<file path="src/hw/cart_pkg.sv">
// mapper constants; download words are little endian, one header word per even byte address
package cart_pkg;

	// ------------------------------
	// mapper kinds
	// ------------------------------
	localparam int MBC_KIND_W = 3;

	localparam logic [MBC_KIND_W-1:0] MBC_NONE = 3'd0; // 32k linear rom
	localparam logic [MBC_KIND_W-1:0] MBC_1    = 3'd1;
	localparam logic [MBC_KIND_W-1:0] MBC_2    = 3'd2; // 512x4 ram on chip
	localparam logic [MBC_KIND_W-1:0] MBC_3    = 3'd3; // rtc not modelled
	localparam logic [MBC_KIND_W-1:0] MBC_5    = 3'd5;

	// ------------------------------
	// widths
	// ------------------------------
	localparam int CART_ADDR_W = 16; // cpu side
	localparam int ROM_BANK_W  = 9;  // 16k banks, up to 512
	localparam int RAM_BANK_W  = 4;  // 8k banks, up to 16
	localparam int ROM_ADDR_W  = 23; // byte address, 8 MiB
	localparam int CRAM_ADDR_W = 17; // 128 KiB cart ram

	// header word addresses in the download stream
	localparam logic [24:0] HDR_ADDR_CGB  = 25'h142; // cgb flag in high byte
	localparam logic [24:0] HDR_ADDR_TYPE = 25'h146; // sgb flag, cart type
	localparam logic [24:0] HDR_ADDR_SIZE = 25'h148; // rom size, ram size

	localparam logic [3:0] RAM_ENABLE_KEY = 4'hA; // low nibble opens the ram

	// ------------------------------
	// cart_addr[15:13] windows
	// ------------------------------
	localparam logic [2:0] WIN_RAM_EN   = 3'b000; // 0000-1FFF
	localparam logic [2:0] WIN_ROM_BANK = 3'b001; // 2000-3FFF
	localparam logic [2:0] WIN_RAM_BANK = 3'b010; // 4000-5FFF
	localparam logic [2:0] WIN_MODE     = 3'b011; // 6000-7FFF
	localparam logic [2:0] WIN_CRAM     = 3'b101; // A000-BFFF

	// one download word, read as either header pair
	// high byte sits at the odd address
	typedef union packed {
		struct packed {
			logic [7:0] mbc_type; // 0x147
			logic [7:0] sgb_flag; // 0x146
		} type_w;
		struct packed {
			logic [7:0] ram_size; // 0x149
			logic [7:0] rom_size; // 0x148
		} size_w;
	} header_word_u;

endpackage

</file>
<file path="src/hw/mbc_address_map.sv">
// one register stage; cart_rd and cart_wr are plain strobes without cpu_ce, payload holds its last access
`timescale 1ns/1ps

module mbc_address_map (
	input  logic                              clk_sys,
	input  logic                              reset,
	input  logic [cart_pkg::CART_ADDR_W-1:0]  cart_addr,
	input  logic                              cart_rd,
	input  logic                              cart_wr,
	input  logic [7:0]                        cart_di,
	input  logic [cart_pkg::MBC_KIND_W-1:0]   mbc_kind,
	input  logic [cart_pkg::ROM_BANK_W-1:0]   rom_bank,
	input  logic [cart_pkg::RAM_BANK_W-1:0]   ram_bank,
	input  logic                              rtc_mode,
	input  logic                              ram_enable,
	output logic                              rom_rd,
	output logic [cart_pkg::ROM_ADDR_W-1:0]   rom_addr,
	output logic                              cram_rd,
	output logic                              cram_wr,
	output logic [cart_pkg::CRAM_ADDR_W-1:0]  cram_addr,
	output logic [7:0]                        cram_wdata,
	output logic                              cram_mode_nibble, // mbc2 4-bit ram
	output logic                              cram_mode_zero,   // mbc3 rtc selected
	output logic                              cram_enabled
);

	logic                             rom_win; // 0000-7fff
	logic                             ram_win; // a000-bfff
	logic [cart_pkg::ROM_BANK_W-1:0]  bank_sel;
	logic [cart_pkg::ROM_ADDR_W-1:0]  rom_addr_d;

	assign rom_win = ~cart_addr[15];
	assign ram_win = (cart_addr[15:13] == cart_pkg::WIN_CRAM);

	// lower 16k always bank 0
	assign bank_sel = cart_addr[14] ? rom_bank : '0;

	always_comb begin
		if (mbc_kind == cart_pkg::MBC_NONE) begin
			rom_addr_d = {{(cart_pkg::ROM_ADDR_W-15){1'b0}}, cart_addr[14:0]}; // 32k linear
		end else begin
			rom_addr_d = {bank_sel, cart_addr[13:0]};
		end
	end

	// ------------------------------
	// strobes
	// ------------------------------
	always_ff @(posedge clk_sys) begin
		if (reset) begin
			rom_rd  <= 1'b0;
			cram_rd <= 1'b0;
			cram_wr <= 1'b0;
		end else begin
			rom_rd  <= cart_rd && rom_win;
			cram_rd <= cart_rd && ram_win; // data two cycles after cart_rd
			cram_wr <= cart_wr && ram_win; // enable checked at the ram
		end
	end

	// ------------------------------
	// payload
	// ------------------------------
	always_ff @(posedge clk_sys) begin
		if (cart_rd && rom_win) begin
			rom_addr <= rom_addr_d;
		end
		if ((cart_rd || cart_wr) && ram_win) begin
			cram_addr        <= {ram_bank, cart_addr[12:0]};
			cram_wdata       <= cart_di;
			cram_mode_nibble <= (mbc_kind == cart_pkg::MBC_2);
			cram_mode_zero   <= rtc_mode;
			cram_enabled     <= ram_enable; // read rule and write gate
		end
	end

endmodule

</file>
<file path="config.mk">
export PLATFORM = sky130hd
export DESIGN_NAME = mbc_address_map
export DESIGN_NICKNAME = d
export VERILOG_FILES = /design/src/hw/cart_pkg.sv /design/src/hw/mbc_address_map.sv
export SDC_FILE = /design/constraint.sdc
export NUM_CORES = 1
export LEC_CHECK = 0
export BUFFER_PORTS_ARGS = -buffer_cell sky130_fd_sc_hd__buf_4
export CAP_MARGIN = 10
export CORE_MARGIN = 5
export CORE_UTILIZATION = 46
export CTS_CLUSTER_SIZE = 10
export DETAILED_ROUTE_END_ITERATION = 10
export PLACE_DENSITY = 0.8
export SYNTH_ARGS = -nofsm -noshare
export SYNTH_HDL_FRONTEND = slang
export SYNTH_SLANG_ARGS = --single-unit
</file>
<file path="constraint.sdc">
create_clock -name clk_sys -period 5.7 [get_ports clk_sys]
set_input_delay 0.285 -clock clk_sys [delete_from_list [all_inputs] [get_ports clk_sys]]
set_output_delay 0.285 -clock clk_sys [all_outputs]
set_load 0.02 [all_outputs]
</file>
* After elaboration in Yosys (flattened, before gate mapping)
Index checks and enable logic that the tools add are counted.
Storage, ports and cells: bits in registers 54, output and inout bits 54
Cells by class: eq/ne operators 2, multiplexer cells 2, bitwise operators 2, reduce and logical (&&, ||, !) cells 7
Operators by type and width (count):
- 15-bit 2-to-1 mux | 1
- 1-bit logical AND | 4
- 3-bit by 2-bit == test with 1-bit output (second input constant) | 1
- 3-bit == test (second input constant) | 1
- 3-bit logical NOT | 1
- 1-bit inverter | 2
- 2-bit OR reduction | 1
- 1-bit logical OR | 1
- 1-bit 2-to-1 mux | 1

* Depth between registers and ports, before layout
Gate-level depths: netlist of run 1.
depth in word-level cells 2, gate-level depth with buffers 3

* Least setup slack after synthesis of run 1
Ideal clock, no wire load.
path kind input port to flip-flop, start in cart_addr[14] (netlist bit), end reg cram_addr[0] (netlist bit), enable pin, setup time 0.413 ns, data arrival time 1.684 ns, setup slack 3.602 ns, stages 2, path buffers 0, cells stage by stage nand3b_1 nor2_1
On the way: word-level cells in the longest chain between the ends 2
RTL lines:
- start, declared | RTL line mbc_address_map.sv:7 | input logic [cart_pkg::CART_ADDR_W-1:0] cart_addr,
- 3-bit == test | RTL line mbc_address_map.sv:33 | assign ram_win = (cart_addr[15:13] == cart_pkg::WIN_CRAM);
- 1-bit logical AND | RTL line mbc_address_map.sv:68 | if ((cart_rd || cart_wr) && ram_win) begin
- end signal, assigned | RTL line mbc_address_map.sv:69 | cram_addr <= {ram_bank, cart_addr[12:0]};
- end, declared | RTL line mbc_address_map.sv:20 | output logic [cart_pkg::CRAM_ADDR_W-1:0] cram_addr,
Every way passes these cells. A chain may end at the register's enable or synchronous reset.

* Worst setup path after layout of run 1
start in cart_addr[15] (netlist bit), end reg rom_addr[10] (netlist bit), enable pin
On the way: word-level cells in the longest chain between the ends 2
RTL lines:
- 1-bit inverter | RTL line mbc_address_map.sv:32 | assign rom_win = ~cart_addr[15];
- 1-bit logical AND | RTL line mbc_address_map.sv:65 | if (cart_rd && rom_win) begin
- end signal, assigned | RTL line mbc_address_map.sv:66 | rom_addr <= rom_addr_d;
- end, declared | RTL line mbc_address_map.sv:17 | output logic [cart_pkg::ROM_ADDR_W-1:0] rom_addr,
Every way passes these cells.

==> results of run 1 <==
routing by layer:
layer | share of wire [%] | global-route usage, %
met5 | 0 | 0
met4 | 3.3 | 9.395
met3 | 9.9 | 5.189
met2 | 51 | 26.12
met1 | 36 | 16.30
power by group through the flow:
stage / registers [mW] / clock network [mW] / logic, mW
finish: 0.462 / 0.246 / 0.0943
global route: 0.464 / 0.269 / 0.0997
CTS: 0.462 / 0.248 / 0.0957
detailed placement: 0.472 / 0 / 0.0954
global placement: 0.471 / 0 / 0.0927
floorplan: 0.497 / 0 / 0.00943
path summary, 6_finish.rpt:
kind / cells after the start / endpoint
setup / recovery: 2 / rom_addr[10]
hold / removal: 1 / cram_wdata[3]
placed cells by master, fill, tap and decap left out, drive strengths merged:
cell type	instances
and3	8
or3	1
dfxtp	3
nand2b	1
buf	100
bufinv	1
edfxtp	51
nor3b	2
inv	1
clkinvlp	1
nand3b	1
nor2b	1
nor2	4
clkbuf	6
a21boi	1
metrics by stage:
step | worst slack, ns | power, mW | instances | utilization, %
2_1_floorplan | 3.602 | 0.5068 | 75 | -
3_3_place_gp | 4.066 | 0.5636 | 222 | 69.59
3_5_place_dp | 4.010 | 0.5669 | 222 | 69.59
4_1_cts | 4.329 | 0.8056 | 230 | 72.62
5_1_grt | 4.282 | 0.8328 | 230 | 72.62
6_report | 4.349 | 0.8019 | 230 | 72.62
layout make-up:
class,count,share of cell area (%)
repair buffers,100,28.45
inverters,1,0.1422
clock inverters,2,1.422
well taps,48,2.276
multi-input cells,19,4.647
flip-flops and latches,54,60.31
clock buffers,6,2.750
kinds of logic after synthesis:
kind of cell / share of synthesized area [%]
buf+inv: 0.8706
flops: 92.31
simple gates: 6.169
compound gates: 0.6531
==> run_results.csv, run 1 <==
group,metric,value,unit
run_status,run_status,"completed",
power_and_ir_drop,cellInternalPower,633.5,uW
synth,ys.flop_type,"edfxtp_1",
synth,synth_common_cells,"51 x edfxtp_1, 8 x and3_1, 4 x nor2_1",
critical_path,crit_path_end_kind,"register",
power_and_ir_drop,power_frac_comb,11.8,%
global_route,grt_max_degree,29,
route,vias_per_cell,4.743,
power_and_ir_drop,pwr-share-clk,30.6,%
die,io_pins,100,
cts,clock_sinks,54,
timing,tightestPinTransition,1.125,ns
die,dieArea,5072,sq um
synth,yosysTopAreaCell,"edfxtp_1",
power_and_ir_drop,leakagePower,1.088,nW
worst_hold_path,hold_start,"cart_di[3]",
timing,worst_hold_slack,0.1552,ns
global_route,grt_pass1_wl,5733,um
route,ant_nets,0,
cells_and_area,nFillCells,249,
timing,relSlewSlack,24.68,%
synth,yosysWarnings,0,
power_and_ir_drop,power_density,303.9,nW/um^2
timing,timing.setup.tns,0,ns
critical_path,crit_buf_inv,1,
placed_design,placed_area,2529,sq um
cts,cts-root-buf,"clkbuf_8",
timing,rsz0062_at_grt,"no",
cells_and_area,multi_input_area,122.6,sq um
cts,cts_made_buffers,5,
critical_path,critPathTopFamily,"simple AND/OR/NAND/NOR gates",
synth,synth_cells,75,
global_route,grt_pass1_vias,1097,
route,post_drt_wl_per_cell,16.89,um
critical_path,crit_required,5.62,ns
cells_and_area,num_antenna_cells,0,
route,drc,0,
critical_path,slowest_delay,0.86,ns
cells_and_area,largest_register_ff_count,23,
cts,post_cts_resize_count,0,
critical_path,cp_cell_sequence,"buf_4, nor2b_2",
global_route,grtUsageTotal,15.33,%
placed_design,place.gp.congestion,0.7451,
route,drt-total-wl,3885,um
timing,finalCritPeriodShare,23.70,%
synth,synth_seq_cells,54,
timing,finalHoldViolCount,0,
cts,clkTransAtPathRegs,0.09,ns
cells_and_area,area_growth,53.05,%
synth,synth.yosys.seq_area_share,92.31,%
die,start_util,47.45,%
cells_and_area,layout.nets,227,
cells_and_area,largest-register,"rom_addr",
timing,fin_crit,1.351,ns
cts,cts_hold_repair.buffers,0,
critical_path,crit_slowest_cell,"nor2b_2",
synth,synth_edf_count,51,
cells_and_area,register_area,1592,sq um
route,firstDrtPassIters,4,
synth,avgSynthCellArea,22.99,sq um
critical_path,critical_path_arrival,1.27,ns
critical_path,crit_fanout,23,
power_and_ir_drop,peakVddDrop,0.1745,mV
placed_design,numPortBuffers,99,
route,num_vias,1091,
cells_and_area,drive_above_1_share,60.44,%
route,drtIter0Drc,82,
die,die_height,71.22,um
cts,cts_setup_buffers,0,
timing,finalSetupViolCount,0,
synth,synth_cell_types,12,
critical_path,startpoint,"cart_addr[15]",
power_and_ir_drop,swShare,21.00,%
timing,max_freq,740.3,MHz
placed_design,dp_hpwl,3032,um
synth,synthTopCellsByArea,"edfxtp_1 89%, dfxtp_1 3.5%, and3_1 2.9%",
die,core_area,3633,sq um
timing,slew_violations,0,
global_route,grt-ovfl-total,0,
die,rows,22,
critical_path,cp-start-kind,"primary input",
power_and_ir_drop,pwr-share-seq,57.6,%
cells_and_area,final_area,2639,sq um
cts,cts_tree,"done",
critical_path,criticalPathCategory,"in -> reg",
die,die_x,71.22,um
synth,synthesis.area,1724,sq um
worst_hold_path,min_path_type,"in -> reg",
power_and_ir_drop,p_switching,168.4,uW
synth,synth.most_common_cell,"edfxtp_1",
cells_and_area,reg.largest.list,"rom_addr (23), cram_addr (17), cram_wdata (8)",
cts,htreeDepth,2,
synth,synth-async-reset-ratio,0,%
synth,yosys.area.top_type_share,88.82,%
run,drv_cap,0,
cts,clk_path_buf_depth,2,
global_route,antenna_found_initial,0,
synth,syn_nets,121,
Note: power is estimated with default switching activity, not from simulation.
==> run 2, diff against run 1 <==
Settings changed: CORE_UTILIZATION 46 to 42, PLACE_DENSITY 0.8 to 0.73.
Clock period 5.7 ns to 1.3 ns, I/O delays scaled along.
==> run 2 against run 1 <==
Compared with the run above: power rose to 4.5 times the previous value; first-iteration DRC count down 40%; core utilization up 1.9 points; die area up 8.2%; critical path type unchanged.
==> run_results.csv, run 2 (synthesis results as in run 1) <==
group,metric,value,unit
run_status,run_status,"completed",
global_route,top_usage_layer,"met2",
critical_path,startpoint,"cart_addr[15]",
timing,slew_violations,0,
cells_and_area,mostFrequentLayoutCells,"102 x buf_4, 51 x edfxtp_1, 30 x dlygate4sd3_1",
timing,worst_hold_slack,0.05315,ns
cells_and_area,final_area,2982,sq um
cts,cts_tree,"done",
placed_design,place.gp.congestion,0.7263,
timing,fin_crit,1.227,ns
global_route,met2_usage,25.59,%
cells_and_area,layout.nets,260,
route,vias_per_cell,4.408,
route,drtIter0Drc,49,
timing,max_freq,814.7,MHz
route,num_vias,1168,
route,post_drt_wl_per_cell,15.06,um
placed_design,numPortBuffers,99,
critical_path,cp-start-kind,"primary input",
timing,timing.setup.tns,0,ns
route,drt-total-wl,3990,um
route,ant_nets,0,
worst_hold_path,min_path_type,"in -> reg",
route,drc,0,
global_route,use_met1,18.83,%
die,rows,23,
timing,finalSetupViolCount,0,
critical_path,crit_required,1.30,ns
cells_and_area,area_growth,72.93,%
power_and_ir_drop,peakVddDrop,0.8990,mV
timing,relSlewSlack,84.65,%
cells_and_area,drive_above_1_share,52.56,%
global_route,antenna_found_initial,0,
cts,cts-root-buf,"clkbuf_8",
die,die_x,74.07,um
die,core_area,4000,sq um
placed_design,placed_area,2564,sq um
critical_path,crit_path_end_kind,"register",
cells_and_area,largest-register,"rom_addr",
die,io_pins,100,
critical_path,slowest_delay,0.53,ns
critical_path,critical_path_arrival,1.22,ns
placed_design,dp_hpwl,2925,um
die,start_util,43.10,%
timing,finalHoldViolCount,0,
critical_path,cp-endpoint,"cram_wdata[1]",
power_and_ir_drop,power,3.573,mW
power_and_ir_drop,leakagePower,1.232,nW
cts,clkTransAtPathRegs,0.08,ns
global_route,grt_max_degree,29,
cells_and_area,utilization,74.54,%
run,drv_cap,0,
cts,cts_made_buffers,5,
global_route,grt_pass1_wl,6327,um
cells_and_area,final_common_cell,"buf_4",
cells_and_area,num_antenna_cells,0,
global_route,grt_pass1_vias,1239,
cts,clock_sinks,54,
timing,setup_ws,0.07251,ns
placed_design,dp_slack,0.1415,ns
power_and_ir_drop,power_density,1198,nW/um^2
die,die_height,74.07,um
cts,htreeDepth,2,
cts,clk_path_buf_depth,2,
route,firstDrtPassIters,4,
cells_and_area,fin_cells,265,
critical_path,cp_cell_sequence,"dlygate4sd3_1, buf_4, nand3b_1, nor2_4, buf_12",
die,dieArea,5486,sq um
cells_and_area,reg.largest.list,"rom_addr (23), cram_addr (17), cram_wdata (8)",
placed_design,numPlacedInstances,226,
critical_path,crit_fanout,28,
timing,finalCritPeriodShare,94.42,%
global_route,gr-usage-met3,7.838,%
global_route,grtUsageTotal,15.79,%
critical_path,criticalPathCategory,"in -> reg",
timing,tightestPinTransition,0.2303,ns
global_route,grt-ovfl-total,0,
timing,rsz0062_at_grt,"no",
cells_and_area,largest_register_ff_count,23,
critical_path,crit_slowest_cell,"dlygate4sd3_1",
run 2: critical path: cells and delay by family:
family | cells | cell delay [ns]
buffers and inverters | 3 | 0.86
AND/OR/NAND/NOR | 2 | 0.30
run 2: worst min-delay path by stage:
stage	from	end	slack [ns]	depth (start not counted)
finish	cart_wr	cram_wr	0.05	2
global route	mbc_kind[2]	cram_mode_nibble	0.03	2
CTS	cart_rd	cram_rd	0.03	3
floorplan	cart_addr[15]	rom_rd	0.14	1
global placement	reset	cram_wr	0.24	2
detailed placement	reset	cram_wr	0.24	2
run 2: layout make-up:
type / instances / area [sq um]
Sequential cell: 54 / 1592
Clock buffer: 6 / 72.57
Timing Repair Buffer: 133 / 1086
Tap cell: 50 / 62.56
Clock inverter: 2 / 37.54
Multi-Input combinational cell: 19 / 127.6
Fill cell: 249 / 1018
Inverter: 1 / 3.754
run 2: per-layer routing:
metal  share of wire [%]  vias to the layer above  wire length, um
met2                  47                       78             1869
met3                  16                        4              645
met5                   0                        -                0
met1                  36                      520             1435
met4                0.95                        0               38
li1                    -                      566                -
run 2: timing repair:
action	4_1_cts	5_1_grt
endpoints found under the hold margin	43	0
endpoints found under the setup margin	0	28
hold buffers	30	0
gates resized for setup	0	0
buffers inserted	0	1
run 2: power by group:
part           leakage (nW)  internal [mW]  switching (mW)
registers             0.488           2.00          0.0264
clock network        0.0514          0.574           0.476
logic                 0.692          0.270           0.227
==> run 3, diff against run 2 <==
Settings changed: CAP_MARGIN 10 to not set, CORE_UTILIZATION 42 to 46, PLACE_DENSITY 0.73 to 0.8.
Clock period 1.3 ns to 1.55 ns, I/O delays scaled along.
==> run 3 against run 2 <==
Compared with the run above: worst hold slack got worse by 0.0069 ns; clock power fell by 15%; largest power group unchanged; largest cell class unchanged; setup slack improved by 0.13 ns; via count rose by 4.0%.
==> run_results.csv, run 3 (synthesis results as in run 1) <==
group,metric,value,unit
route,firstDrtPassIters,4,
timing,max_freq,740.1,MHz
cts,cts_made_buffers,5,
global_route,grt-ovfl-total,0,
power_and_ir_drop,swShare,21.14,%
timing,slew_violations,0,
power_and_ir_drop,pwr-share-seq,56.4,%
power_and_ir_drop,power_density,1017,nW/um^2
timing,worst_hold_slack,0.04627,ns
die,rows,22,
worst_hold_path,min_path_type,"in -> reg",
route,num_vias,1215,
global_route,top_usage_layer,"met2",
global_route,met2_usage,34.29,%
cts,clock_sinks,54,
route,ant_nets,0,
global_route,grtUsageTotal,19.10,%
die,start_util,47.45,%
power_and_ir_drop,p_switching,637.3,uW
die,die_x,71.22,um
route,vias_per_cell,4.637,
power_and_ir_drop,power,3.015,mW
critical_path,crit_fanout,9,
cells_and_area,area_growth,71.99,%
global_route,antenna_found_initial,0,
global_route,gr-usage-met3,3.927,%
global_route,grt_max_degree,29,
power_and_ir_drop,cellInternalPower,2.378,mW
cts,htreeDepth,2,
cells_and_area,multi_input_area,122.6,sq um
run,drv_cap,0,
critical_path,cp-start-kind,"primary input",
cells_and_area,largest_register_ff_count,23,
timing,tightestPinTransition,0.3863,ns
timing,timing.setup.tns,0,ns
cells_and_area,layout.nets,259,
route,drtIter0Drc,27,
critical_path,crit_path_end_kind,"register",
cells_and_area,nFillCells,195,
placed_design,numPortBuffers,99,
die,die_height,71.22,um
global_route,use_met1,22.01,%
die,dieArea,5072,sq um
power_and_ir_drop,pwr-share-clk,29.5,%
run_status,run_status,"completed",
cts,clk_path_buf_depth,2,
placed_design,dp_slack,0.3787,ns
global_route,grt_pass1_wl,7065,um
cts,cts_tree,"done",
route,post_drt_wl_per_cell,17.92,um
cells_and_area,drive_above_1_share,52.80,%
timing,finalSetupViolCount,0,
route,drc,0,
cells_and_area,mostFrequentLayoutCells,"101 x buf_4, 51 x edfxtp_1, 30 x dlygate4sd3_1",
timing,rsz0062_at_grt,"no",
cts,clkTransAtPathRegs,0.08,ns
timing,finalCritPeriodShare,87.17,%
power_and_ir_drop,peakVddDrop,0.6600,mV
critical_path,criticalPathCategory,"in -> reg",
cts,cts-root-buf,"clkbuf_8",
timing,finalHoldViolCount,0,
timing,relSlewSlack,74.13,%
route,drt-total-wl,4694,um
die,io_pins,100,
cells_and_area,largest-register,"rom_addr",
cells_and_area,reg.largest.list,"rom_addr (23), cram_addr (17), cram_wdata (8)",
critical_path,critical_path_arrival,1.36,ns
cells_and_area,register_area,1592,sq um
cts,cts_hold_repair.buffers,30,
cells_and_area,num_antenna_cells,0,
timing,setup_ws,0.1989,ns
critical_path,crit_required,1.56,ns
die,core_area,3633,sq um
timing,fin_crit,1.351,ns
power_and_ir_drop,power_frac_comb,14.1,%
cts,cts_setup_buffers,0,
power_and_ir_drop,leakagePower,1.233,nW
global_route,grt_pass1_vias,1259,
cts,post_cts_resize_count,0,
cells_and_area,final_common_cell,"buf_4",
placed_design,place.gp.congestion,0.7225,
-- run 3: cell types whose count changed in the layout (fill, tap and decap cells not counted) --
cell / before / now
buf_4: 102 / 101
clkbuf_1: 1 / 0
clkinvlp_4: 1 / 0
clkinv_2: 0 / 2
nor2_2: 0 / 1
nor2_4: 1 / 0
-- run 3: final cells by class --
class	count	area share, %
clock inverters	3	1.350
inverters	1	0.1266
flip-flops and latches	54	53.67
clock buffers	5	2.321
multi-input cells	19	4.135
repair buffers	132	36.37
well taps	48	2.025
-- run 3: routing by layer --
metal,vias to the layer above,part of all wire (%)
met3,7,8.1
met5,-,0
met4,0,1.8
met2,71,52
li1,562,-
met1,575,38
-- run 3: stage by stage --
stage | util, % | instance area (sq um) | cells
floorplan | - | 1727 | 75
global placement | 70.35 | 2556 | 224
detailed placement | 70.35 | 2556 | 224
CTS | 81.61 | 2965 | 262
global route | 81.61 | 2965 | 262
finish | 81.61 | 2965 | 262
-- run 3: worst max-delay path, stage by stage --
cell and delay (ns):
dlygate4sd3_1 0.54, buf_4 0.15, nor2b_2 0.33, buf_4 0.26
-- run 3: final timing paths --
check	from	to	slack, ns	cells after the start
setup / recovery	cart_addr[15]	rom_addr[11]	0.20	4
hold / removal	cart_rd	rom_rd	0.05	3
-- run 3: power by group through the flow --
stage	Combinational (mW)	Sequential (mW)	Clock (mW)
2_1_floorplan	0.0353	1.83	0
3_3_place_gp	0.350	1.73	0
3_5_place_dp	0.357	1.73	0
4_1_cts	0.419	1.70	0.902
5_1_grt	0.448	1.71	0.973
6_report	0.426	1.70	0.888
