## src/hw/cart_pkg.sv

```systemverilog
// mapper constants; download words are little endian, one header word per even byte address
package cart_pkg;

	// ------------------------------
	// mapper kinds
	// ------------------------------
	localparam int MBC_KIND_W = 3;

	localparam logic [MBC_KIND_W-1:0] MBC_NONE = 3'd0; // 32k linear rom
	localparam logic [MBC_KIND_W-1:0] MBC_1    = 3'd1;
	localparam logic [MBC_KIND_W-1:0] MBC_2    = 3'd2; // 512x4 ram on chip
	localparam logic [MBC_KIND_W-1:0] MBC_3    = 3'd3; // rtc not modelled
	localparam logic [MBC_KIND_W-1:0] MBC_5    = 3'd5;

	// ------------------------------
	// widths
	// ------------------------------
	localparam int CART_ADDR_W = 16; // cpu side
	localparam int ROM_BANK_W  = 9;  // 16k banks, up to 512
	localparam int RAM_BANK_W  = 4;  // 8k banks, up to 16
	localparam int ROM_ADDR_W  = 23; // byte address, 8 MiB
	localparam int CRAM_ADDR_W = 17; // 128 KiB cart ram

	// header word addresses in the download stream
	localparam logic [24:0] HDR_ADDR_CGB  = 25'h142; // cgb flag in high byte
	localparam logic [24:0] HDR_ADDR_TYPE = 25'h146; // sgb flag, cart type
	localparam logic [24:0] HDR_ADDR_SIZE = 25'h148; // rom size, ram size

	localparam logic [3:0] RAM_ENABLE_KEY = 4'hA; // low nibble opens the ram

	// ------------------------------
	// cart_addr[15:13] windows
	// ------------------------------
	localparam logic [2:0] WIN_RAM_EN   = 3'b000; // 0000-1FFF
	localparam logic [2:0] WIN_ROM_BANK = 3'b001; // 2000-3FFF
	localparam logic [2:0] WIN_RAM_BANK = 3'b010; // 4000-5FFF
	localparam logic [2:0] WIN_MODE     = 3'b011; // 6000-7FFF
	localparam logic [2:0] WIN_CRAM     = 3'b101; // A000-BFFF

	// one download word, read as either header pair
	// high byte sits at the odd address
	typedef union packed {
		struct packed {
			logic [7:0] mbc_type; // 0x147
			logic [7:0] sgb_flag; // 0x146
		} type_w;
		struct packed {
			logic [7:0] ram_size; // 0x149
			logic [7:0] rom_size; // 0x148
		} size_w;
	} header_word_u;

endpackage

```

## src/hw/mbc_bank_registers.sv

```systemverilog
// cpu register writes count only with cpu_ce; mbc2 shares the 0x2000 window decode with the others, no address bit 8 split
`timescale 1ns/1ps

module mbc_bank_registers (
	input  logic                             clk_sys,
	input  logic                             reset,
	input  logic                             cpu_ce,
	input  logic                             cart_wr,
	input  logic [cart_pkg::CART_ADDR_W-1:0] cart_addr,
	input  logic [7:0]                       cart_di,
	input  logic [cart_pkg::MBC_KIND_W-1:0]  mbc_kind,
	input  logic [cart_pkg::ROM_BANK_W-1:0]  rom_mask,
	input  logic [cart_pkg::RAM_BANK_W-1:0]  ram_mask,
	output logic [cart_pkg::ROM_BANK_W-1:0]  rom_bank,  // effective, masked
	output logic [cart_pkg::RAM_BANK_W-1:0]  ram_bank,  // effective, masked
	output logic                             rtc_mode,
	output logic                             ram_enable
);

	logic [cart_pkg::ROM_BANK_W-1:0] rom_bank_reg;
	logic [cart_pkg::RAM_BANK_W-1:0] ram_bank_reg;
	logic                            mbc1_mode; // 0: 16/8 mode, 1: 4/32 mode
	logic                            rtc_sel;   // mbc3 a000 shows rtc
	logic                            ram_en;

	logic                            reg_wr;
	logic [2:0]                      win;
	logic [6:0]                      bank_field; // bits the mapper really has
	logic [cart_pkg::ROM_BANK_W-1:0] bank_wr_val;

	assign reg_wr = cpu_ce && cart_wr;
	assign win    = cart_addr[15:13];

	// mbc1-3 turn bank 0 into 1
	always_comb begin
		case (mbc_kind)
			cart_pkg::MBC_1: bank_field = {2'b00, cart_di[4:0]};
			cart_pkg::MBC_2: bank_field = {3'b000, cart_di[3:0]};
			default:         bank_field = cart_di[6:0];
		endcase
		bank_wr_val = (bank_field == 7'd0) ? 9'd1 : {2'b00, bank_field};
	end

	// ------------------------------
	// cpu register writes
	// ------------------------------
	always_ff @(posedge clk_sys) begin
		if (reset) begin
			rom_bank_reg <= 9'd1;
			ram_bank_reg <= 4'd0;
			mbc1_mode    <= 1'b0;
			rtc_sel      <= 1'b0;
			ram_en       <= 1'b0;
		end else if (reg_wr) begin
			case (win)
				cart_pkg::WIN_RAM_EN: ram_en <= (cart_di[3:0] == cart_pkg::RAM_ENABLE_KEY);
				cart_pkg::WIN_ROM_BANK: begin
					if (mbc_kind == cart_pkg::MBC_5) begin
						if (cart_addr[12]) begin
							rom_bank_reg[8] <= cart_di[0]; // 3000-3fff high bit
						end else begin
							rom_bank_reg[7:0] <= cart_di; // 2000-2fff, 0 is legal here
						end
					end else begin
						rom_bank_reg <= bank_wr_val;
					end
				end
				cart_pkg::WIN_RAM_BANK: begin
					if (mbc_kind == cart_pkg::MBC_3) begin
						rtc_sel <= cart_di[3]; // 08-0c pick an rtc register
						if (!cart_di[3]) begin
							ram_bank_reg <= {2'b00, cart_di[1:0]};
						end
					end else if (mbc_kind == cart_pkg::MBC_5) begin
						ram_bank_reg <= cart_di[3:0];
					end else begin
						ram_bank_reg <= {2'b00, cart_di[1:0]};
					end
				end
				cart_pkg::WIN_MODE: begin
					if (mbc_kind == cart_pkg::MBC_1) begin
						mbc1_mode <= cart_di[0];
					end
				end
				default: ;
			endcase
		end
	end

	// ------------------------------
	// effective banks
	// ------------------------------
	always_comb begin
		case (mbc_kind)
			cart_pkg::MBC_1: begin
				// mode 0: ram bank bits are rom a19-a20, ram fixed at bank 0
				rom_bank = {2'b00, (mbc1_mode ? 2'b00 : ram_bank_reg[1:0]), rom_bank_reg[4:0]}
					& rom_mask;
				ram_bank = (mbc1_mode ? ram_bank_reg : 4'd0) & ram_mask;
			end
			cart_pkg::MBC_2: begin
				rom_bank = rom_bank_reg & rom_mask & 9'h00F; // 16 banks max
				ram_bank = 4'd0; // single 512 nibble block
			end
			cart_pkg::MBC_3: begin
				rom_bank = {2'b00, rom_bank_reg[6:0]} & rom_mask;
				ram_bank = {2'b00, ram_bank_reg[1:0]} & ram_mask;
			end
			default: begin
				rom_bank = rom_bank_reg & rom_mask; // mbc5, none ignores it downstream
				ram_bank = ram_bank_reg & ram_mask;
			end
		endcase
	end

	assign rtc_mode   = rtc_sel && (mbc_kind == cart_pkg::MBC_3);
	assign ram_enable = ram_en;

endmodule

```

## config.mk

```make
export PLATFORM = sky130hd
export DESIGN_NAME = mbc_bank_registers
export DESIGN_NICKNAME = d
export VERILOG_FILES = /design/src/hw/cart_pkg.sv /design/src/hw/mbc_bank_registers.sv
export SDC_FILE = /design/constraint.sdc
export NUM_CORES = 1
export LEC_CHECK = 0
export BUFFER_PORTS_ARGS = -buffer_cell sky130_fd_sc_hd__buf_2
export CAP_MARGIN = 30
export CORE_MARGIN = 1
export CORE_UTILIZATION = 43
export CTS_BUF_LIST = sky130_fd_sc_hd__clkbuf_8
export CTS_CLUSTER_SIZE = 10
export DETAILED_ROUTE_END_ITERATION = 7
export GPL_TIMING_DRIVEN = 0
export PLACE_DENSITY_LB_ADDON = 0.3
export SLEW_MARGIN = 40
export SYNTH_ARGS = -nofsm -noshare
export SYNTH_HDL_FRONTEND = slang
export SYNTH_SLANG_ARGS = --single-unit
```

## constraint.sdc

```tcl
create_clock -name clk_sys -period 1.7 [get_ports clk_sys]
set_input_delay 0.34 -clock clk_sys [delete_from_list [all_inputs] [get_ports clk_sys]]
set_output_delay 0.34 -clock clk_sys [all_outputs]
set_load 0.005 [all_outputs]
```

# [Word level (Yosys, flattened, before mapping)]
# Cells that the tools add are included.
[totals] register_bits=16 input_bits=44 out_inout_bits=15
[classes] eq_ne=11 mux=12 bitwise=6 reduce_logical=10
[op_table] cell="case mux 9 bit (3 select lines)" n=1
[op_table] cell="bitwise AND 7 x 9 -> 9 bit" n=2
[op_table] cell="two-way mux 4 bit" n=4
[op_table] cell="AND reduction 3 bit" n=5
[op_table] cell="case mux 7 bit (2 select lines)" n=1
[op_table] cell="== test 3 x 2 -> 1 bit (second input constant)" n=4
[op_table] cell="case mux 4 bit (3 select lines)" n=1
[op_table] cell="bitwise AND 9 bit" n=1
[op_table] cell="two-way mux 9 bit" n=1
[op_table] cell="bitwise AND 4 bit" n=2
[op_table] cell="two-way mux 8 bit" n=1
[op_table] cell="logical NOT 7 bit" n=1
[op_table] cell="two-way mux 7 bit" n=1
[op_table] cell="== test 3 x 1 -> 1 bit (second input constant)" n=2
[op_table] cell="!= test 2 bit (second input constant)" n=3
[op_table] cell="bitwise AND 2 x 4 -> 4 bit" n=1
[op_table] cell="== test 4 bit (second input constant)" n=1
[op_table] cell="== test 3 bit (second input constant)" n=1
[op_table] cell="logical NOT 3 bit" n=1
[op_table] cell="logical AND 1 bit" n=2
[op_table] cell="two-way mux 2 bit" n=1
[op_table] cell="AND reduction 2 bit" n=1
[op_table] cell="two-way mux 1 bit" n=1

# [Longest topological paths before layout]
# Gate-level depths: netlist (run 1).
[depth] depth_word=5 mapped_depth=5 ltp_nobuf=4

# [Least setup slack after synthesis (run 1)]
# OpenSTA, ideal clock, no wires.
[synth_timing] path_type="input-to-reg" from="in mbc_kind[2] (netlist name)" to="reg rom_bank_reg[7] (netlist name)" setup_time_ns=0.128 arrival_ns=1.270 t_required_ns=1.572 slack_ns=0.303 path_stages=5 path_cell_list="buf_2 > and3b_4 > a211o_1 > a32oi_1 > nor2_1"
[synth_via] elab_chain_len=3
[synth_lines] element="from (decl)" line_no="mbc_bank_registers.sv:11" source="input logic [cart_pkg::MBC_KIND_W-1:0] mbc_kind,"
[synth_lines] element="== test 3 bit *" line_no="mbc_bank_registers.sv:58" source="if (mbc_kind == cart_pkg::MBC_5) begin"
[synth_lines] element="!= test 2 bit (no source line)"
[synth_lines] element="AND reduction 3 bit (no source line)"
[synth_lines] element="to (signal assigned)" line_no="mbc_bank_registers.sv:65" source="rom_bank_reg <= bank_wr_val;"
[synth_lines] element="to (decl)" line_no="mbc_bank_registers.sv:20" source="logic [cart_pkg::ROM_BANK_W-1:0] rom_bank_reg;"
# Every way passes the cells marked *; elsewhere a longest branch is shown, timed or not.
# A chain may end at the register's enable or synchronous reset.

# [Worst setup path in the final report (run 1)]
[layout_timing] from="in mbc_kind[1] (netlist name)" to="out rom_bank[5] (netlist name)"
[layout_via] elab_chain_len=2
[layout_lines] element="== test 3 x 2 -> 1 bit or == test 3 x 1 -> 1 bit (tied branches)" line_no="mbc_bank_registers.sv:94" source="case (mbc_kind)"
[layout_lines] element="case mux 9 bit (3 select lines) *" line_no="mbc_bank_registers.sv:94"
[layout_lines] element="to (decl)" line_no="mbc_bank_registers.sv:14" source="output logic [cart_pkg::ROM_BANK_W-1:0] rom_bank,"
# Marked as above.

==> results_dict.tcl, run 1 <==
set metrics [dict create \
    layout-drive-gt1-share_pct 32.5 \
    fin_crit_sh_pct 94.5 \
    viasPerCell 5.20 \
    period_minus_slack_ns 1.61 \
    maxSlewViolCount 0 \
    final_common_cell "buf_2" \
    grt_max_degree 11 \
    clock_path_buffers 2 \
    cts.repair.resized 0 \
    core-area_um2 1960 \
    rows 16 \
    h-tree-depth 1 \
    rsz0062_at_grt "false" \
    antenna_cells 0 \
    clock.fmax_ghz 0.623 \
    synth.distinct_cells 34 \
    via_count 972 \
    dr.pass1.iters 4 \
    grt_pass1_vias 805 \
    place_congestion 0.835 \
    worst_hold_slack_ns 0.345 \
    status "complete, no violations" \
    synth.avg_cell_area_um2 7.95 \
    drc 0 \
    leakagePower_nw 0.556 \
    min_path_type "in2reg" \
    required_ns 1.36 \
    clkTransAtPathRegs_ns 0.07 \
    peakVddDrop_mv 0.384 \
    cp.arrival_ns 1.27 \
    initial_core_util_pct 46.2 \
    layout_common_cells "buf_2 (44), nand2_1 (18), dfxtp_1 (16), nor2_1 (10), a21oi_1 (10)" \
    cap_violations 0 \
    die_height_um 47.9 \
    syn_to_final_growth_pct 32.0 \
    end_kind "output pin" \
    cts_buffers 3 \
    dieArea_um2 2290 \
    finalPower_mw 0.776 \
    num-nets-final 206 \
    fill_cells 212 \
    yosysWarnings 0 \
    fp.dieW_um 47.9 \
    cts.sinks 16 \
    antenna_found_initial 0 \
    cts-root-buf "clkbuf_8" \
    fin_tns_setup_ns 0 \
    netlist_area_um2 906 \
    cp-start-kind "input pin" \
    worst-path-max-fanout 8 \
    wl_per_cell_um 11.9 \
    hold_viol_final 0 \
    port_buffers 43 \
    worst_clock_skew_ns 0 \
    worst-setup-path-type "in2out" \
    io_pins 59 \
    drt_iter0_drc 7 \
    syn-instance-count 114 \
    grt.total_usage_pct 20.8 \
    cts_tree "yes" \
    seq_area_frac_synth_pct 35.4 \
    synth.ff_latch_count 16 \
    power_density_nw_per_um2 649 \
    largest_reg_flops 9 \
    worst_pin_slew_ns 0.472 \
    post-cts-setup-buffers 0 \
    globalRouteOverflowTotal 0 \
    clkLatencyLatePin_ns 0.25 \
    drt-total-wl_um 2230 \
    slew_headroom_pct 68.5 \
    final-setup-viol-count 0 \
    ant_nets 0 \
    dp_hpwl_um 1660 \
    grt_pass1_wl_um 3280 \
    hold_buffers 0 \
    synth_nets 158 \
]
-- cells by family after synthesis --
logic type | synth area share [%]
AOI/OAI and AO/OA | 16.6
muxes | 5.53
DFF | 35.4
and+or+nand+nor | 39.1
buffers and inverters | 3.45
-- critical path: stages --
cell and delay, ns:
buf_2 0.14, nand2b_1 0.20, a21o_1 0.23, a22oi_1 0.17, nor2b_1 0.06, buf_2 0.12
-- per-stage QoR --
step	util, %	setup WS [ns]	cells	instance area (µm²)
CTS	61.0	0.111	187	1200
finish	61.0	0.0942	187	1200
global route	61.0	0.0360	187	1200
detailed placement	58.9	0.0854	184	1150
floorplan	-	0.303	114	906
global placement	58.9	0.0825	184	1150
-- routing by layer --
layer | routed length [µm] | GRT usage, % | vias up
met5 | 0 | 0 | -
met4 | 11 | 8.33 | 0
met3 | 110 | 4.53 | 2
met2 | 1080 | 35.1 | 26
met1 | 1020 | 25.5 | 448
li1 | - | - | 496
-- Yosys cell counts (all sizes together) --
master	n	area, µm²
a211o	1	8.76
a211oi	1	20.0
a21o	1	7.51
a21oi	10	50.1
a221o	1	10.0
a22oi	2	15.0
a32oi	1	8.76
and2	4	25.0
and3	6	37.5
and3b	1	12.5
and4bb	1	12.5
buf	3	20.0
clkbuf	1	3.75
dfxtp	16	320
inv	2	7.51
mux2i	5	50.1
nand2	18	67.6
nand2b	3	18.8
nand3	5	25.0
nand3b	1	7.51
nand4	1	6.26
nand4b	2	17.5
nor2	10	37.5
nor2b	4	25.0
nor3	5	30.0
nor4	2	12.5
o21a	1	7.51
o21bai	2	15.0
o31ai	1	7.51
or2	3	18.8
-- power breakdown --
| part | switching, mW | internal, mW | leakage [nW] |
|---|---|---|---|
| combinational | 0.0576 | 0.0489 | 0.405 |
| sequential | 0.00143 | 0.378 | 0.129 |
| clock | 0.133 | 0.157 | 0.0216 |
| total | 0.192 | 0.584 | 0.556 |
-- worst paths after layout --
kind                                start                      endpoint  slack [ns]  cells past startpoint
max reg2reg  rom_bank_reg[0]$_SDFFE_PP1P_  rom_bank_reg[0]$_SDFFE_PP1P_        1.05                      2
min reg2reg  ram_bank_reg[2]$_SDFFE_PP0P_  ram_bank_reg[2]$_SDFFE_PP0P_        0.45                      2
min                            cart_di[7]  rom_bank_reg[7]$_SDFFE_PP0P_        0.35                      3
max                           mbc_kind[1]                   rom_bank[5]        0.09                      6
-- cell type report --
cell class	instances	area, µm²	share of cell area, %
Clock buffer	3	41.3	3.45
Multi-Input combinational cell	92	554	46.3
Buffer	4	23.8	1.99
Sequential cell	16	320	26.8
Timing Repair Buffer	43	215	18.0
Inverter	2	7.51	0.628
Tap cell	27	33.8	2.82
Note: power is estimated with default switching activity, not from simulation.
==> inputs of run 2 (changes only) <==
CORE_UTILIZATION = 30   (was 43)
==> run 2 against run 1 <==
  * The run now ends with DRC left
  * Clock-buffer cell count up 1
  * Sequential cell count unchanged
  * Critical path depth unchanged
  * Worst hold slack worse by 0.0044 ns
  * Total power up 6.9%
  * Global-route usage down 5.4 points
  * Clock skew unchanged
  * Cell area up 2.6%
  * Final cell count up 3.2%
  * Die area up 41%
  * Sequential power about the same
  * Critical endpoint is now rom_bank[6]
  * Largest cell class unchanged
  * Largest power group unchanged
  * Highest routed layer unchanged
==> results_dict.tcl, run 2 (synthesis results as in run 1) <==
set metrics [dict create \
    largest_reg_flops 9 \
    cts_buffers 3 \
    cp-start-kind "input pin" \
    cp_cell_sequence "buf_2 > nand2b_1 > a21o_1 > a22oi_1 > nor2b_1 > buf_2" \
    min_path_type "in2reg" \
    cap_violations 0 \
    maxSlewViolCount 0 \
    wl_per_cell_um 11.8 \
    swShare_pct 23.6 \
    crit_top_cell "buf_2" \
    final-setup-viol-count 0 \
    ant_nets 0 \
    antenna_found_initial 0 \
    status "finished with violations" \
    dp_hpwl_um 1800 \
    num-nets-final 207 \
    globalRouteOverflowTotal 0 \
    clkLatencyLatePin_ns 0.25 \
    worst-setup-path-type "in2out" \
    end_kind "output pin" \
    clock_path_buffers 2 \
    die_height_um 57.0 \
    dieArea_um2 3240 \
    place_congestion 0.807 \
    viasPerCell 5.09 \
    hold_viol_final 0 \
    fp.dieW_um 57.0 \
    port_buffers 43 \
    cpMaxStageDelayCell "a21o_1" \
    layout_common_cells "buf_2 (44), nand2_1 (18), dfxtp_1 (16), nor2_1 (10), a21oi_1 (10)" \
    failed_checks "DRC" \
    hold_buffers 0 \
    worst-path-max-fanout 8 \
    grt_pass1_wl_um 3950 \
    clock.fmax_ghz 0.632 \
    via_count 982 \
    fill_cells 313 \
    h-tree-depth 1 \
    p_sw_mw 0.196 \
    period_minus_slack_ns 1.58 \
    layout-drive-gt1-share_pct 34.0 \
    clkPwrFrac_pct 41.3 \
    max_stage_delay_ns 0.23 \
    antenna_cells 0 \
    dr.pass1.iters 6 \
    grt_max_degree 11 \
    clkTransAtPathRegs_ns 0.07 \
    leakagePower_nw 0.569 \
    place_ws_ns 0.0668 \
    fin_crit_sh_pct 93.1 \
    cp.arrival_ns 1.24 \
    cts-root-buf "clkbuf_8" \
    drt-total-wl_um 2290 \
    cts.sinks 16 \
    pwr-share-seq_pct 45.7 \
    core-area_um2 2810 \
    final_common_cell "buf_2" \
    io_pins 59 \
    fin_tns_setup_ns 0 \
    power_density_nw_per_um2 676 \
    drt_iter0_drc 23 \
    cts_tree "yes" \
    layout_setup_ws_ns 0.117 \
    drc 4 \
    syn_to_final_growth_pct 35.5 \
    worst_pin_slew_ns 0.487 \
    peakVddDrop_mv 0.289 \
    rows 19 \
    slew_headroom_pct 67.5 \
    initial_core_util_pct 32.3 \
    grt_pass1_vias 929 \
    rsz0062_at_grt "false" \
    required_ns 1.36 \
    combPwrFrac_pct 13.0 \
    grt.total_usage_pct 15.3 \
    p_int_mw 0.634 \
    worst_clock_skew_ns 0 \
]
-- run 2: changes by cell type in the layout (fill, tap and decap cells not counted) --
cell	change
nor3_2	+1
clkbuf_8	+1
nor3_1	-1
buf_4	+1
-- run 2: path summary, 6_finish.rpt --
kind,from,endpoint,slack [ns],cells after the start
max,mbc_kind[1],rom_bank[6],0.12,6
min,cart_di[4],rom_bank_reg[4]$_SDFFE_PP0P_,0.34,3
max reg2reg,rom_bank_reg[0]$_SDFFE_PP1P_,rom_bank_reg[0]$_SDFFE_PP1P_,1.04,2
min reg2reg,rom_bank_reg[1]$_SDFFE_PP0P_,rom_bank_reg[1]$_SDFFE_PP0P_,0.46,2
-- run 2: final cells by class --
type                       instances  area [µm²]  area share (%)
multi-input combinational         92         559            45.6
sequential                        16         320            26.1
timing repair buffer              44         223            18.1
clock buffer                       4        55.1            4.49
tap                               31        38.8            3.16
buffer                             4        23.8            1.94
inverter                           2        7.51           0.612
-- run 2: worst max-delay path, delay by kind of cell --
kind | cells | cell delay [ns]
buf+inv | 2 | 0.26
compound gates | 2 | 0.38
simple gates | 2 | 0.27
-- run 2: per-layer routing --
metal | part of all wire (%) | track usage [%] | vias up
li1 | - | - | 495
met3 | 4.7 | 3.85 | 3
met2 | 47 | 24.5 | 30
met5 | 0 | 0 | -
met1 | 47 | 20.2 | 454
met4 | 1.0 | 5.23 | 0
-- run 2: what timing repair did --
| item | in CTS | in global routing |
|---|---|---|
| endpoints found under the setup margin | 0 | 1 |
| hold endpoints to repair | 0 | 0 |
| resized for setup | 0 | 1 |
| setup buffers | 0 | 1 |
-- run 2: power by group through the flow --
stage	clock network, mW	registers, mW	logic, mW
2_1_floorplan	0	0.387	0.0492
3_5_place_dp	0	0.388	0.105
6_report	0.343	0.379	0.108
3_3_place_gp	0	0.388	0.104
5_1_grt	0.369	0.379	0.121
4_1_cts	0.348	0.379	0.105
-- run 2: stage by stage --
| step | hold WS [ns] | power (mW) | instances | utilization, % | cell area [µm²] |
|---|---|---|---|---|---|
| 6_report | 0.341 | 0.830 | 193 | 43.8 | 1230 |
| 5_1_grt | 0.348 | 0.869 | 193 | 43.8 | 1230 |
| 4_1_cts | 0.344 | 0.833 | 192 | 43.3 | 1210 |
| 3_5_place_dp | 0.449 | 0.493 | 188 | 41.3 | 1160 |
| 3_3_place_gp | 0.438 | 0.492 | 188 | 41.3 | 1160 |
| 2_1_floorplan | 0.427 | 0.436 | 114 | - | 906 |
==> inputs of run 3 (changes only) <==
CELL_PAD_IN_SITES_DETAIL_PLACEMENT = 0   (was default)
CELL_PAD_IN_SITES_GLOBAL_PLACEMENT = 1   (was default)
CORE_UTILIZATION = 29   (was 30)
==> run 3 against run 2 <==
  * The flow still finishes with violations (DRC)
  * Critical endpoint unchanged
  * Combinational power about the same
  * Worst hold slack better by 0.0043 ns
  * Global-route usage down 0.58 points
  * Clock-buffer cell count stayed put
  * Final cell count is 0.52% lower
  * Clock skew stayed put
  * Sequential cell count unchanged
  * Sequential power barely moved
  * Largest power group unchanged
  * Register-to-register slack about the same
==> results_dict.tcl, run 3 (synthesis results as in run 1) <==
set metrics [dict create \
    status "finished with violations" \
    failed_checks "DRC" \
    syn_to_final_growth_pct 34.7 \
    core-area_um2 2850 \
    drt_iter0_drc 18 \
    placed_cell_area_um2 1160 \
    io_pins 59 \
    cpMaxStageDelayCell "a21o_1" \
    min_path_type "in2reg" \
    drt-total-wl_um 2380 \
    rr_worst_depth 2 \
    cp_cell_sequence "buf_2 > nand2b_1 > a21o_1 > a22oi_1 > nor2b_1 > buf_2" \
    final-setup-viol-count 0 \
    fin_crit_sh_pct 96.1 \
    peakVddDrop_mv 0.426 \
    leakagePower_nw 0.565 \
    layout-drive-gt1-share_pct 33.5 \
    grt_max_degree 11 \
    multi_input_area_um2 559 \
    grt_pass1_vias 867 \
    rsz0062_at_grt "false" \
    worst-path-max-fanout 8 \
    fin_area_um2 1220 \
    cts_tree "yes" \
    worst_pin_slew_ns 0.466 \
    fin_tns_setup_ns 0 \
    seqCellArea_um2 320 \
    rows 19 \
    grt_pass1_wl_um 3790 \
    layout_common_cells "buf_2 (44), nand2_1 (18), dfxtp_1 (16), nor2_1 (10), a21oi_1 (10)" \
    antenna_cells 0 \
    critPathCapture "rom_bank[6]" \
    wl_per_cell_um 12.4 \
    largest_reg_flops 9 \
    power_density_nw_per_um2 685 \
    clkTransAtPathRegs_ns 0.07 \
    globalRouteOverflowTotal 0 \
    cp.depth 6 \
    ant_nets 0 \
    place_congestion 0.793 \
    clock.fmax_ghz 0.612 \
    end_kind "output pin" \
    startpoint "mbc_kind[1]" \
    cts.sinks 16 \
    dp_hpwl_um 1830 \
    maxSlewViolCount 0 \
    fp.dieW_um 57.9 \
    hold_buffers 0 \
    period_minus_slack_ns 1.63 \
    cp.arrival_ns 1.29 \
    antenna_found_initial 0 \
    grt.total_usage_pct 14.8 \
    hold_viol_final 0 \
    required_ns 1.36 \
    slew_headroom_pct 68.9 \
    fill_cells 318 \
    place_ws_ns 0.0601 \
    worst_hold_slack_ns 0.345 \
    port_buffers 43 \
    dr.pass1.iters 6 \
    cp-start-kind "input pin" \
    cts_buffers 3 \
    drc 2 \
    num-nets-final 206 \
    final_common_cell "buf_2" \
    crit_buf_inv 2 \
    clock_path_buffers 2 \
    max_stage_delay_ns 0.24 \
    cap_violations 0 \
    worst-setup-path-type "in2out" \
    cts-root-buf "clkbuf_8" \
    initial_core_util_pct 31.8 \
    r2r-end "rom_bank_reg[0]$_SDFFE_PP1P_" \
    dieArea_um2 3350 \
    rr_startpoint "rom_bank_reg[0]$_SDFFE_PP1P_" \
    clkLatencyLatePin_ns 0.25 \
    worst_clock_skew_ns 0 \
    h-tree-depth 1 \
    rrSetupSlack_ns 1.04 \
    via_count 975 \
    cp_top_family "compound AO/OA/AOI/OAI gates" \
    crit_top_cell "buf_2" \
    layout_setup_ws_ns 0.0660 \
    viasPerCell 5.08 \
    die_height_um 57.9 \
]
run 3: report_power, final:
part | internal, mW | switching (mW) | leakage [nW]
clock network | 0.206 | 0.144 | 0.0288
logic | 0.0491 | 0.0586 | 0.407
registers | 0.378 | 0.00161 | 0.129
total | 0.632 | 0.204 | 0.565
run 3: timing repair:
action,CTS,global route
gates resized for setup,0,1
endpoints found under the setup margin,0,2
buffers inserted,0,0
run 3: worst reg2reg max path, stage by stage (launching register included):
cell	delay (ns)
dfxtp_1	0.32
nor3_1	0.18
a21oi_1	0.05
run 3: worst min path at each step:
stage | startpoint | to | slack [ns] | depth (start not counted)
6_report | cart_di[5] | rom_bank_reg[5]$_SDFFE_PP0P_ | 0.34 | 3
2_1_floorplan | ram_bank_reg[2]$_SDFFE_PP0P_ | ram_bank_reg[2]$_SDFFE_PP0P_ | 0.43 | 2
3_3_place_gp | ram_bank_reg[2]$_SDFFE_PP0P_ | ram_bank_reg[2]$_SDFFE_PP0P_ | 0.44 | 2
5_1_grt | cart_di[7] | rom_bank_reg[7]$_SDFFE_PP0P_ | 0.36 | 3
4_1_cts | cart_di[5] | rom_bank_reg[5]$_SDFFE_PP0P_ | 0.34 | 3
3_5_place_dp | ram_bank_reg[2]$_SDFFE_PP0P_ | ram_bank_reg[2]$_SDFFE_PP0P_ | 0.44 | 2
run 3: area by class of cell:
type | count | area share [%]
well taps | 31 | 3.18
multi-input cells | 92 | 45.8
plain buffers | 4 | 1.95
inverters | 2 | 0.615
flip-flops and latches | 16 | 26.3
clock buffers | 4 | 4.51
repair buffers | 43 | 17.6
run 3: metal layers:
metal | share of wire (%) | track usage [%]
met2 | 47 | 24.6
met3 | 5.3 | 5.13
met4 | 0.55 | 3.06
met5 | 0 | 0
met1 | 47 | 18.4
run 3: through the flow:
stage	power (mW)	instances	utilization, %
after CTS	0.845	192	42.6
after global routing	0.873	192	42.8
after global placement	0.493	188	40.7
after detailed placement	0.495	188	40.7
final	0.836	192	42.8
after floorplan	0.436	114	-
